## config.mk

```make
export PLATFORM = sky130hd
export DESIGN_NAME = mips_core
export DESIGN_NICKNAME = d
export VERILOG_FILES = /design/src/pipe_pkg.sv /design/src/isa_pkg.sv /design/src/mips_core.sv /design/src/mips_datapath.sv /design/src/mips_dmem.sv /design/src/mips_hazard.sv /design/src/mips_regfile.sv /design/src/mips_controller.sv
export SDC_FILE = /design/constraint.sdc
export NUM_CORES = 2
export LEC_CHECK = 0
export ABC_AREA = 0
export BUFFER_PORTS_ARGS = -buffer_cell sky130_fd_sc_hd__buf_4
export CORE_AREA = 2 2 649 651
export CTS_BUF_LIST = sky130_fd_sc_hd__clkbuf_2 sky130_fd_sc_hd__clkbuf_4 sky130_fd_sc_hd__clkbuf_8
export DETAILED_ROUTE_END_ITERATION = 6
export DIE_AREA = 0 0 651 653
export PLACE_DENSITY = 0.6
export RECOVER_POWER = 100
export REMOVE_ABC_BUFFERS = 1
export SYNTH_ARGS = -nofsm -noshare
export SYNTH_HDL_FRONTEND = slang
export SYNTH_SLANG_ARGS = --single-unit
export TNS_END_PERCENT = 30
```

## constraint.sdc

```tcl
create_clock -name clk -period 14.9 [get_ports clk]
set_input_delay 2.235 -clock clk [delete_from_list [all_inputs] [get_ports clk]]
set_output_delay 2.235 -clock clk [all_outputs]
set_load 0.05 [all_outputs]
```

## src/pipe_pkg.sv

```systemverilog
`default_nettype none

package pipe_pkg;

	localparam int XLEN       = 32;
	localparam int DMEM_WORDS = 64;
	// Word index bits of the data memory
	localparam int DMEM_AW    = $clog2(DMEM_WORDS);

	typedef logic [XLEN-1:0] word_t;
	typedef logic [4:0]      reg_addr_t;
	typedef logic [XLEN-1:0] pc_t;

	typedef enum logic [2:0] {
		ALU_ADD = 3'd0,
		ALU_SUB = 3'd1,
		ALU_AND = 3'd2,
		ALU_OR  = 3'd3,
		ALU_SLT = 3'd4
	} alu_op_e;

	// Operand source in execute
	typedef enum logic [1:0] {
		FWD_NONE = 2'd0,
		FWD_MEM  = 2'd1,
		FWD_WB   = 2'd2
	} fwd_sel_e;

endpackage

`default_nettype wire

```

## src/isa_pkg.sv

```systemverilog
`default_nettype none

package isa_pkg;

	// Primary opcodes
	localparam logic [5:0] OP_RTYPE = 6'h00;
	localparam logic [5:0] OP_J     = 6'h02;
	localparam logic [5:0] OP_BEQ   = 6'h04;
	localparam logic [5:0] OP_ADDI  = 6'h08;
	localparam logic [5:0] OP_LW    = 6'h23;
	localparam logic [5:0] OP_SW    = 6'h2b;

	// Funct codes, only meaningful under OP_RTYPE
	localparam logic [5:0] FN_ADD = 6'h20;
	localparam logic [5:0] FN_SUB = 6'h22;
	localparam logic [5:0] FN_AND = 6'h24;
	localparam logic [5:0] FN_OR  = 6'h25;
	localparam logic [5:0] FN_SLT = 6'h2a;

	typedef struct packed {
		logic [5:0] opcode;
		logic [4:0] rs;
		logic [4:0] rt;
		logic [4:0] rd;
		logic [4:0] shamt;
		logic [5:0] funct;
	} r_fields_t;

	typedef struct packed {
		logic [5:0]  opcode;
		logic [4:0]  rs;
		logic [4:0]  rt;
		logic [15:0] imm;
	} i_fields_t;

	typedef struct packed {
		logic [5:0]  opcode;
		logic [25:0] target;
	} j_fields_t;

	// One fetched word seen three ways
	typedef union packed {
		r_fields_t r;
		i_fields_t i;
		j_fields_t j;
	} instr_u;

endpackage

`default_nettype wire
```

## src/mips_core.sv

```systemverilog
`timescale 1ns/1ns
`default_nettype none

module mips_core (
	input  wire                  clk,
	input  wire                  rst_n_i,
	output pipe_pkg::pc_t        imem_addr_o,
	input  wire isa_pkg::instr_u imem_instr_i,
	output logic                 dmem_we_o,
	output pipe_pkg::word_t      dmem_addr_o,
	output pipe_pkg::word_t      dmem_wdata_o
);

	isa_pkg::instr_u d_instr;
	logic reg_write, mem_read, mem_write, mem_to_reg, alu_src, reg_dst, branch, jump;
	pipe_pkg::alu_op_e alu_op;

	pipe_pkg::reg_addr_t rf_ra, rf_rb, rf_wa;
	pipe_pkg::word_t rf_rda, rf_rdb, rf_wd;
	logic rf_we;

	pipe_pkg::reg_addr_t d_rs, d_rt, x_rs, x_rt, x_rd, m_rd, w_rd;
	logic x_mem_read, m_reg_write, w_reg_write, redirect;
	pipe_pkg::fwd_sel_e fwd_a, fwd_b;
	logic stall, flush;

	pipe_pkg::word_t dmem_rdata;

	mips_datapath u_datapath (
		.clk(clk), .rst_n_i(rst_n_i),
		.imem_addr_o(imem_addr_o), .imem_instr_i(imem_instr_i),
		.d_instr_o(d_instr),
		.reg_write_i(reg_write), .mem_read_i(mem_read), .mem_write_i(mem_write),
		.mem_to_reg_i(mem_to_reg), .alu_src_i(alu_src), .reg_dst_i(reg_dst),
		.branch_i(branch), .jump_i(jump), .alu_op_i(alu_op),
		.rf_ra_o(rf_ra), .rf_rb_o(rf_rb), .rf_wa_o(rf_wa),
		.rf_rda_i(rf_rda), .rf_rdb_i(rf_rdb), .rf_wd_o(rf_wd), .rf_we_o(rf_we),
		.d_rs_o(d_rs), .d_rt_o(d_rt), .x_rs_o(x_rs), .x_rt_o(x_rt), .x_rd_o(x_rd),
		.m_rd_o(m_rd), .w_rd_o(w_rd),
		.x_mem_read_o(x_mem_read), .m_reg_write_o(m_reg_write),
		.w_reg_write_o(w_reg_write), .redirect_o(redirect),
		.fwd_a_i(fwd_a), .fwd_b_i(fwd_b), .stall_i(stall), .flush_i(flush),
		.dmem_we_o(dmem_we_o), .dmem_addr_o(dmem_addr_o),
		.dmem_wdata_o(dmem_wdata_o), .dmem_rdata_i(dmem_rdata)
	);

	mips_controller u_controller (
		.instr_i(d_instr),
		.reg_write_o(reg_write), .mem_read_o(mem_read), .mem_write_o(mem_write),
		.mem_to_reg_o(mem_to_reg), .alu_src_o(alu_src), .reg_dst_o(reg_dst),
		.branch_o(branch), .jump_o(jump), .alu_op_o(alu_op)
	);

	mips_regfile u_regfile (
		.clk(clk), .rst_n_i(rst_n_i),
		.ra_i(rf_ra), .rb_i(rf_rb), .wa_i(rf_wa), .we_i(rf_we), .wd_i(rf_wd),
		.rda_o(rf_rda), .rdb_o(rf_rdb)
	);

	mips_hazard u_hazard (
		.d_rs_i(d_rs), .d_rt_i(d_rt), .x_rs_i(x_rs), .x_rt_i(x_rt), .x_rd_i(x_rd),
		.m_rd_i(m_rd), .w_rd_i(w_rd),
		.x_mem_read_i(x_mem_read), .m_reg_write_i(m_reg_write),
		.w_reg_write_i(w_reg_write), .redirect_i(redirect),
		.fwd_a_o(fwd_a), .fwd_b_o(fwd_b), .stall_o(stall), .flush_o(flush)
	);

	// Same write strobe feeds the memory and the core outputs
	mips_dmem u_dmem (
		.clk(clk), .we_i(dmem_we_o), .addr_i(dmem_addr_o),
		.wdata_i(dmem_wdata_o), .rdata_o(dmem_rdata)
	);

endmodule

`default_nettype wire

```

## src/mips_datapath.sv

```systemverilog
`timescale 1ns/1ns
`default_nettype none

module mips_datapath (
	input  wire                      clk,
	input  wire                      rst_n_i,
	// Instruction fetch
	output pipe_pkg::pc_t            imem_addr_o,
	input  wire isa_pkg::instr_u     imem_instr_i,
	// Controller
	output isa_pkg::instr_u          d_instr_o,
	input  wire                      reg_write_i, mem_read_i, mem_write_i, mem_to_reg_i,
	input  wire                      alu_src_i, reg_dst_i, branch_i, jump_i,
	input  wire pipe_pkg::alu_op_e   alu_op_i,
	// Register file
	output pipe_pkg::reg_addr_t      rf_ra_o, rf_rb_o, rf_wa_o,
	input  wire pipe_pkg::word_t     rf_rda_i, rf_rdb_i,
	output pipe_pkg::word_t          rf_wd_o,
	output logic                     rf_we_o,
	// Hazard unit
	output pipe_pkg::reg_addr_t      d_rs_o, d_rt_o, x_rs_o, x_rt_o, x_rd_o, m_rd_o, w_rd_o,
	output logic                     x_mem_read_o, m_reg_write_o, w_reg_write_o, redirect_o,
	input  wire pipe_pkg::fwd_sel_e  fwd_a_i, fwd_b_i,
	input  wire                      stall_i, flush_i,
	// Data memory
	output logic                     dmem_we_o,
	output pipe_pkg::word_t          dmem_addr_o, dmem_wdata_o,
	input  wire pipe_pkg::word_t     dmem_rdata_i
);

	pipe_pkg::pc_t pc_q;
	isa_pkg::instr_u fd_instr_q;
	pipe_pkg::pc_t fd_pc4_q;

	logic dx_reg_write_q, dx_mem_read_q, dx_mem_write_q, dx_mem_to_reg_q;
	logic dx_alu_src_q, dx_reg_dst_q, dx_branch_q, dx_jump_q;
	pipe_pkg::alu_op_e dx_alu_op_q;
	isa_pkg::instr_u dx_instr_q;
	pipe_pkg::pc_t dx_pc4_q;
	pipe_pkg::word_t dx_rda_q, dx_rdb_q;

	pipe_pkg::word_t x_imm, x_a, x_b_fwd, x_b, x_alu;
	pipe_pkg::pc_t x_branch_pc, x_jump_pc, x_target;

	logic xm_reg_write_q, xm_mem_write_q, xm_mem_to_reg_q;
	pipe_pkg::word_t xm_alu_q, xm_wdata_q;
	pipe_pkg::reg_addr_t xm_rd_q;

	logic mw_reg_write_q, mw_mem_to_reg_q;
	pipe_pkg::word_t mw_alu_q, mw_rdata_q;
	pipe_pkg::reg_addr_t mw_rd_q;

	function automatic pipe_pkg::word_t fwd_mux(input pipe_pkg::fwd_sel_e sel,
			input pipe_pkg::word_t rf_val, input pipe_pkg::word_t m_val,
			input pipe_pkg::word_t w_val);
		case (sel)
			pipe_pkg::FWD_MEM: return m_val;
			pipe_pkg::FWD_WB:  return w_val;
			default:           return rf_val;
		endcase
	endfunction

	// Fetch, redirect beats stall
	assign imem_addr_o = pc_q;

	always_ff @(posedge clk) begin
		if (!rst_n_i) begin
			pc_q <= '0;
		end else if (redirect_o) begin
			pc_q <= x_target;
		end else if (!stall_i) begin
			pc_q <= pc_q + 32'd4;
		end
	end

	// IF/ID, an all-zero word decodes as a bubble
	always_ff @(posedge clk) begin
		if (!rst_n_i || flush_i) begin
			fd_instr_q <= '0;
		end else if (!stall_i) begin
			fd_instr_q <= imem_instr_i;
			fd_pc4_q   <= pc_q + 32'd4;
		end
	end

	// Decode
	assign d_instr_o = fd_instr_q;
	assign rf_ra_o   = fd_instr_q.r.rs;
	assign rf_rb_o   = fd_instr_q.r.rt;
	assign d_rs_o    = fd_instr_q.r.rs;
	assign d_rt_o    = fd_instr_q.r.rt;

	// ID/EX control, bubbled on stall or flush
	always_ff @(posedge clk) begin
		if (!rst_n_i || stall_i || flush_i) begin
			dx_reg_write_q  <= 1'b0;
			dx_mem_read_q   <= 1'b0;
			dx_mem_write_q  <= 1'b0;
			dx_mem_to_reg_q <= 1'b0;
			dx_alu_src_q    <= 1'b0;
			dx_reg_dst_q    <= 1'b0;
			dx_branch_q     <= 1'b0;
			dx_jump_q       <= 1'b0;
			dx_alu_op_q     <= pipe_pkg::ALU_ADD;
		end else begin
			dx_reg_write_q  <= reg_write_i;
			dx_mem_read_q   <= mem_read_i;
			dx_mem_write_q  <= mem_write_i;
			dx_mem_to_reg_q <= mem_to_reg_i;
			dx_alu_src_q    <= alu_src_i;
			dx_reg_dst_q    <= reg_dst_i;
			dx_branch_q     <= branch_i;
			dx_jump_q       <= jump_i;
			dx_alu_op_q     <= alu_op_i;
		end
	end

	always_ff @(posedge clk) begin
		dx_instr_q <= fd_instr_q;
		dx_pc4_q   <= fd_pc4_q;
		dx_rda_q   <= rf_rda_i;
		dx_rdb_q   <= rf_rdb_i;
	end

	// Execute
	assign x_rs_o       = dx_instr_q.r.rs;
	assign x_rt_o       = dx_instr_q.r.rt;
	assign x_rd_o       = dx_reg_dst_q ? dx_instr_q.r.rd : dx_instr_q.r.rt;
	assign x_mem_read_o = dx_mem_read_q;

	assign x_imm   = {{16{dx_instr_q.i.imm[15]}}, dx_instr_q.i.imm};
	assign x_a     = fwd_mux(fwd_a_i, dx_rda_q, xm_alu_q, rf_wd_o);
	assign x_b_fwd = fwd_mux(fwd_b_i, dx_rdb_q, xm_alu_q, rf_wd_o);
	assign x_b     = dx_alu_src_q ? x_imm : x_b_fwd;

	always_comb begin
		case (dx_alu_op_q)
			pipe_pkg::ALU_SUB: x_alu = x_a - x_b;
			pipe_pkg::ALU_AND: x_alu = x_a & x_b;
			pipe_pkg::ALU_OR:  x_alu = x_a | x_b;
			pipe_pkg::ALU_SLT: x_alu = {{(pipe_pkg::XLEN-1){1'b0}}, $signed(x_a) < $signed(x_b)};
			default:           x_alu = x_a + x_b;
		endcase
	end

	assign x_branch_pc = dx_pc4_q + {x_imm[29:0], 2'b00};
	assign x_jump_pc   = {dx_pc4_q[31:28], dx_instr_q.j.target, 2'b00};
	assign x_target    = dx_jump_q ? x_jump_pc : x_branch_pc;
	assign redirect_o  = dx_jump_q || (dx_branch_q && x_alu == '0);

	// EX/MEM
	always_ff @(posedge clk) begin
		if (!rst_n_i) begin
			xm_reg_write_q  <= 1'b0;
			xm_mem_write_q  <= 1'b0;
			xm_mem_to_reg_q <= 1'b0;
		end else begin
			xm_reg_write_q  <= dx_reg_write_q;
			xm_mem_write_q  <= dx_mem_write_q;
			xm_mem_to_reg_q <= dx_mem_to_reg_q;
		end
	end

	// Store data is the forwarded rt
	always_ff @(posedge clk) begin
		xm_alu_q   <= x_alu;
		xm_wdata_q <= x_b_fwd;
		xm_rd_q    <= x_rd_o;
	end

	// Memory
	assign dmem_we_o     = xm_mem_write_q;
	assign dmem_addr_o   = xm_alu_q;
	assign dmem_wdata_o  = xm_wdata_q;
	assign m_rd_o        = xm_rd_q;
	assign m_reg_write_o = xm_reg_write_q;

	// MEM/WB
	always_ff @(posedge clk) begin
		if (!rst_n_i) begin
			mw_reg_write_q  <= 1'b0;
			mw_mem_to_reg_q <= 1'b0;
		end else begin
			mw_reg_write_q  <= xm_reg_write_q;
			mw_mem_to_reg_q <= xm_mem_to_reg_q;
		end
	end

	always_ff @(posedge clk) begin
		mw_alu_q   <= xm_alu_q;
		mw_rdata_q <= dmem_rdata_i;
		mw_rd_q    <= xm_rd_q;
	end

	// Writeback
	assign rf_wd_o       = mw_mem_to_reg_q ? mw_rdata_q : mw_alu_q;
	assign rf_wa_o       = mw_rd_q;
	assign rf_we_o       = mw_reg_write_q;
	assign w_rd_o        = mw_rd_q;
	assign w_reg_write_o = mw_reg_write_q;

endmodule

`default_nettype wire

```

## src/mips_dmem.sv

```systemverilog
`timescale 1ns/1ns
`default_nettype none

module mips_dmem (
	input  wire                  clk,
	input  wire                  we_i,
	input  wire pipe_pkg::word_t addr_i,
	input  wire pipe_pkg::word_t wdata_i,
	output pipe_pkg::word_t      rdata_o
);

	pipe_pkg::word_t mem [pipe_pkg::DMEM_WORDS];
	logic [pipe_pkg::DMEM_AW-1:0] idx;

	// Byte address to word index, upper bits ignored
	assign idx = addr_i[pipe_pkg::DMEM_AW+1:2];

	assign rdata_o = mem[idx];

	always_ff @(posedge clk) begin
		if (we_i) begin
			mem[idx] <= wdata_i;
		end
	end

endmodule

`default_nettype wire

```

## src/mips_hazard.sv

```systemverilog
`timescale 1ns/1ns
`default_nettype none

module mips_hazard (
	input  wire pipe_pkg::reg_addr_t d_rs_i,
	input  wire pipe_pkg::reg_addr_t d_rt_i,
	input  wire pipe_pkg::reg_addr_t x_rs_i,
	input  wire pipe_pkg::reg_addr_t x_rt_i,
	input  wire pipe_pkg::reg_addr_t x_rd_i,
	input  wire pipe_pkg::reg_addr_t m_rd_i,
	input  wire pipe_pkg::reg_addr_t w_rd_i,
	input  wire                      x_mem_read_i,
	input  wire                      m_reg_write_i,
	input  wire                      w_reg_write_i,
	input  wire                      redirect_i,
	output pipe_pkg::fwd_sel_e       fwd_a_o,
	output pipe_pkg::fwd_sel_e       fwd_b_o,
	output logic                     stall_o,
	output logic                     flush_o
);

	logic load_use;

	// Youngest producer wins, r0 is never forwarded
	function automatic pipe_pkg::fwd_sel_e fwd_pick(input pipe_pkg::reg_addr_t src,
			input pipe_pkg::reg_addr_t m_rd, input logic m_we,
			input pipe_pkg::reg_addr_t w_rd, input logic w_we);
		if (src == '0) begin
			return pipe_pkg::FWD_NONE;
		end
		if (m_we && m_rd == src) begin
			return pipe_pkg::FWD_MEM;
		end
		if (w_we && w_rd == src) begin
			return pipe_pkg::FWD_WB;
		end
		return pipe_pkg::FWD_NONE;
	endfunction

	assign fwd_a_o = fwd_pick(x_rs_i, m_rd_i, m_reg_write_i, w_rd_i, w_reg_write_i);
	assign fwd_b_o = fwd_pick(x_rt_i, m_rd_i, m_reg_write_i, w_rd_i, w_reg_write_i);

	// Load data is only ready after the memory stage
	assign load_use = x_mem_read_i && x_rd_i != '0 && (x_rd_i == d_rs_i || x_rd_i == d_rt_i);

	// A redirect squashes the waiting instruction anyway
	assign stall_o = load_use && !redirect_i;
	assign flush_o = redirect_i;

endmodule

`default_nettype wire

```

## src/mips_regfile.sv

```systemverilog
`timescale 1ns/1ns
`default_nettype none

module mips_regfile (
	input  wire                      clk,
	input  wire                      rst_n_i,
	input  wire pipe_pkg::reg_addr_t ra_i,
	input  wire pipe_pkg::reg_addr_t rb_i,
	input  wire pipe_pkg::reg_addr_t wa_i,
	input  wire                      we_i,
	input  wire pipe_pkg::word_t     wd_i,
	output pipe_pkg::word_t          rda_o,
	output pipe_pkg::word_t          rdb_o
);

	// r0 has no storage
	pipe_pkg::word_t regs [1:31];

	function pipe_pkg::word_t read_port(input pipe_pkg::reg_addr_t ra);
		if (ra == '0) begin
			return '0;
		end
		// Same-cycle write passes straight through
		if (we_i && wa_i == ra) begin
			return wd_i;
		end
		return regs[ra];
	endfunction

	always_comb begin
		rda_o = read_port(ra_i);
		rdb_o = read_port(rb_i);
	end

	always_ff @(posedge clk) begin
		if (!rst_n_i) begin
			for (int i = 1; i < 32; i++) begin
				regs[i] <= '0;
			end
		end else if (we_i && wa_i != '0) begin
			regs[wa_i] <= wd_i;
		end
	end

endmodule

`default_nettype wire

```

## src/mips_controller.sv

```systemverilog
`timescale 1ns/1ns
`default_nettype none

module mips_controller (
	input  wire isa_pkg::instr_u   instr_i,
	output logic                   reg_write_o,
	output logic                   mem_read_o,
	output logic                   mem_write_o,
	output logic                   mem_to_reg_o,
	output logic                   alu_src_o,
	output logic                   reg_dst_o,
	output logic                   branch_o,
	output logic                   jump_o,
	output pipe_pkg::alu_op_e      alu_op_o
);

	always_comb begin
		// Bubble unless the opcode is recognized
		reg_write_o  = 1'b0;
		mem_read_o   = 1'b0;
		mem_write_o  = 1'b0;
		mem_to_reg_o = 1'b0;
		alu_src_o    = 1'b0;
		reg_dst_o    = 1'b0;
		branch_o     = 1'b0;
		jump_o       = 1'b0;
		alu_op_o     = pipe_pkg::ALU_ADD;
		case (instr_i.r.opcode)
			isa_pkg::OP_RTYPE: begin
				reg_write_o = 1'b1;
				reg_dst_o   = 1'b1;
				case (instr_i.r.funct)
					isa_pkg::FN_ADD: alu_op_o = pipe_pkg::ALU_ADD;
					isa_pkg::FN_SUB: alu_op_o = pipe_pkg::ALU_SUB;
					isa_pkg::FN_AND: alu_op_o = pipe_pkg::ALU_AND;
					isa_pkg::FN_OR:  alu_op_o = pipe_pkg::ALU_OR;
					isa_pkg::FN_SLT: alu_op_o = pipe_pkg::ALU_SLT;
					default: begin
						// Includes the all-zero nop
						reg_write_o = 1'b0;
						reg_dst_o   = 1'b0;
					end
				endcase
			end
			isa_pkg::OP_ADDI: begin
				reg_write_o = 1'b1;
				alu_src_o   = 1'b1;
			end
			isa_pkg::OP_LW: begin
				reg_write_o  = 1'b1;
				mem_read_o   = 1'b1;
				mem_to_reg_o = 1'b1;
				alu_src_o    = 1'b1;
			end
			isa_pkg::OP_SW: begin
				mem_write_o = 1'b1;
				alu_src_o   = 1'b1;
			end
			isa_pkg::OP_BEQ: begin
				// Equality through a zero difference
				branch_o = 1'b1;
				alu_op_o = pipe_pkg::ALU_SUB;
			end
			isa_pkg::OP_J: jump_o = 1'b1;
			default: ;
		endcase
	end

endmodule

`default_nettype wire

```

==> results by group <==
Placement
  • Detailed placement HPWL: 296100 µm
  • Port Buffers: 130
  • Setup Slack @ Placement: 5.673 ns
  • Inst Count DP: 14662
  • Placer's final routability congestion estimate: approximately 0.9
  • DP Area: 154400 µm²

Power and ir drop
  • Switching share of power: 0.3394
  • Cell internal pwr: 17280 µW
  • VDD IR max: 0.0001981 V
  • Sequential group share of total power: 0.446
  • Leak: around 0.054 µW
  • Comb pwr share: 0.234
  • Net Sw Power: 8877 µW
  • Pwr Density: 159.5 nW/µm²
  • Clock power share: 0.321

STA
  • Slew Limit Fails: 7453
  • Final Hold Viols: 0
  • Setup Viol. Count Final: 0
  • RSZ-0062 raised after global routing: false
  • F_max: approximately 0.085 GHz
  • Final Cycle Share: 0.7900
  • Clock skew: 0.1108 ns
  • Normalized max-slew margin: -3.202
  • Final setup margin: approximately 3.1 ns
  • Slew of the pin with the lowest slew margin: 6.304 ns
  • Crit path time final: 11.77 ns
  • Hold WS: roughly 0.33 ns

Route
  • Final WL: 507000 µm
  • Post-route ant nets: 0
  • Initial DRC count: around 13000
  • DR pass1 iterations: 7
  • Drt wl/cell: 32.31 µm
  • Avg Vias per Cell: ~6
  • Vias: 94028
  • DR DRC count: 1

Worst setup path
  • Worst path most repeated cell: a21oi_1
  • Worst path arrival time: 12.59 ns
  • CP endpoint kind: register
  • Worst setup path startpoint: u_datapath.mw_mem_to_reg_q
  • Reg-to-reg slack, setup: 3.13 ns
  • CP peak stage delay: between 2 and 2.5 ns
  • CP Cell Sequence: clkbuf_1 -> mux2i_4 -> inv_1 -> a22oi_1 -> nor2_1 -> a21oi_1 -> o21a_1 -> inv_1 -> ha_1 -> nor4_1 -> a21oi_1 -> a311oi_1 -> clkbuf_1 -> a211oi_1 -> o41ai_1 -> mux2i_1 -> nor3_1 -> a21oi_1 -> and3_1 -> nand2_1 -> nand2_1 -> buf_4 -> nor2_2 -> buf_4
  • CP required: 15.72 ns
  • CP max stage cell: clkbuf_1
  • Crit Path Max Fanout: 35
  • Crit path launch type: register
  • Reg2reg path depth: 24
  • Worst flop-to-flop path startpoint: u_datapath.mw_mem_to_reg_q
  • Critical path class: register to register

Clocking
  • Setup Fix Bufs, Post-CTS: 0
  • TritonCTS clock tree: yes
  • Clk sinks: about 3500
  • Root Driver: clkbuf_8
  • Max H-tree Level: 6
  • Reg clk slew, reported paths: 0.06 ns
  • Clk_lat worst skew: around 1.3 ns
  • Post-cts hold buffer count: 0
  • CTS resizes: 0
  • Clock buffer depth: 4
  • CTS Buf Count: around 580

Global routing
  • Initial antenna violation count: 28
  • Total track usage: 0.2306
  • Pin count of the biggest net entering global routing: 111
  • GRT overflow: 0
  • Vias in the first global route: 92780
  • First-pass GRT wire length: 704100 µm

Outcome
  • Status: complete, but fails checks
  • Failing checks: design-rule violations, max-capacitance violations, max-slew violations

Cells and area
  • Fin cells: 15690
  • Layout cells sized above 1: 0.1802
  • Commonest cells after routing, fill and taps aside: edfxtp_1, nor2_1, a22oi_1
  • Largest Register: u_dmem.mem
  • Commonest non-fill, non-tap cell in the layout: edfxtp_1
  • Number of flip-flops in the largest register: 2048
  • Final core occ: 0.3919
  • Final instance area: 164000 µm²
  • Final nets: 9886
  • Biggest registers after layout: u_dmem.mem: 2048 flops, u_regfile.regs: 1024 flops
  • P&R area growth vs syn: 12.49%

Floorplanning
  • Die Wd: 651 µm
  • Die Ht: 653 µm
  • IO Pins: 131
  • Initial Util: 0.3484
  • DIE AREA: ~430000 µm²
  • Core Area: 418400 µm²
  • FP Rows: 238

Synth
  • Synth warn: 0
  • Seq/Total Area, Yosys: 0.6874
  • Largest cells by area after synthesis: edfxtp_1, mux4_2, dfxtp_1
  • Post-Syn Instances: 9443
  • Area leader, netlist: edfxtp_1
  • Syn Std Cell Area: 145800 µm²
  • Top_reg_cell synth: edfxtp_1
  • Top-area cell type share of the netlist area: 0.6395
  • Async SR Flop Fraction: 0
  • Synth Area per Inst: 15.44 µm²
  • Synthesized flop and latch total: 3453
  • Synth cell types: 92
  • EDFF count, synth: 3104

Min path
  • HP Class: register to register
  • Hold path depth: 0
  • Worst Hold Launch: u_datapath.fd_pc4_q[12]

Run
  • Max Cap Violations: 230
[stage by stage]
step	TNS [ns]	power, µW
finish	0	26160
global route	0	26970
CTS	0	26270
detailed placement	0	17960
global placement	0	17900
floorplan	-3923.25	15300
[routing by layer]
metal / global-route usage / routed length [µm]
met2: 0.3794 / 241400
met5: 0 / 119
met4: 0.1037 / 25480
met3: 0.05361 / 54890
met1: 0.2898 / 185100
[power groups by stage]
| stage | clock (µW) | sequential, µW | combinational, µW |
|---|---|---|---|
| 2_1_floorplan | 0 | 11900 | 3380 |
| 4_1_cts | 8480 | 11600 | 6160 |
| 3_5_place_dp | 0 | 11800 | 6140 |
| 5_1_grt | 8890 | 11700 | 6400 |
| 3_3_place_gp | 0 | 11800 | 6090 |
| 6_report | 8380 | 11700 | 6120 |
[cells in the mapped netlist (all sizes together) (81+ instances only)]
library cell	instances
clkbuf	611
edfxtp	3104
mux4	640
a22oi	689
a211oi	150
o21ai	125
inv	209
nand2	222
a22o	201
dfxtp	349
nor2b	81
buf	147
nor2	1251
a21oi	228
a221oi	208
a31oi	206
ha	130
[cell type report]
class	count	area [µm²]
timing repair buffer	426	2181
multi-input combinational	5052	42550
fill	38495	254400
tap	5520	6907
sequential	3453	100200
inverter	211	792.0
clock inverter	211	1464
antenna	20	50.05
clock buffer	797	9806
[worst paths after layout]
check,endpoint
worst max-delay path,u_datapath.fd_pc4_q[29]
worst min-delay path,u_datapath.dx_pc4_q[12]
worst max register to register,u_datapath.fd_pc4_q[29]
worst min register to register,u_datapath.dx_pc4_q[12]
[logic make-up (layout without fill, tap and decap cells)]
family,Yosys count,count (layout),share of synthesized area
AOI/OAI and AO/OA,2089,2089,0.1053
xor gates and xnor gates,99,99,0.005948
adders and majority gates,134,134,0.01164
buffers and inverters,969,1645,0.02536
DFF,3453,3453,0.6874
muxes,737,737,0.1057
other,1,52,0.00002573
and+or+nand+nor,1961,1961,0.05865
[critical path, delay by kind of cell (launching register included)]
family	cells	cell delay (ns)
buffers and inverters	6	3.60
DFF	1	1.43
muxes	2	1.38
and+or+nand+nor	7	2.50
adders and majority gates	1	0.30
AOI/OAI and AO/OA	8	2.11
No activity file was read; power rests on OpenSTA's default activity.
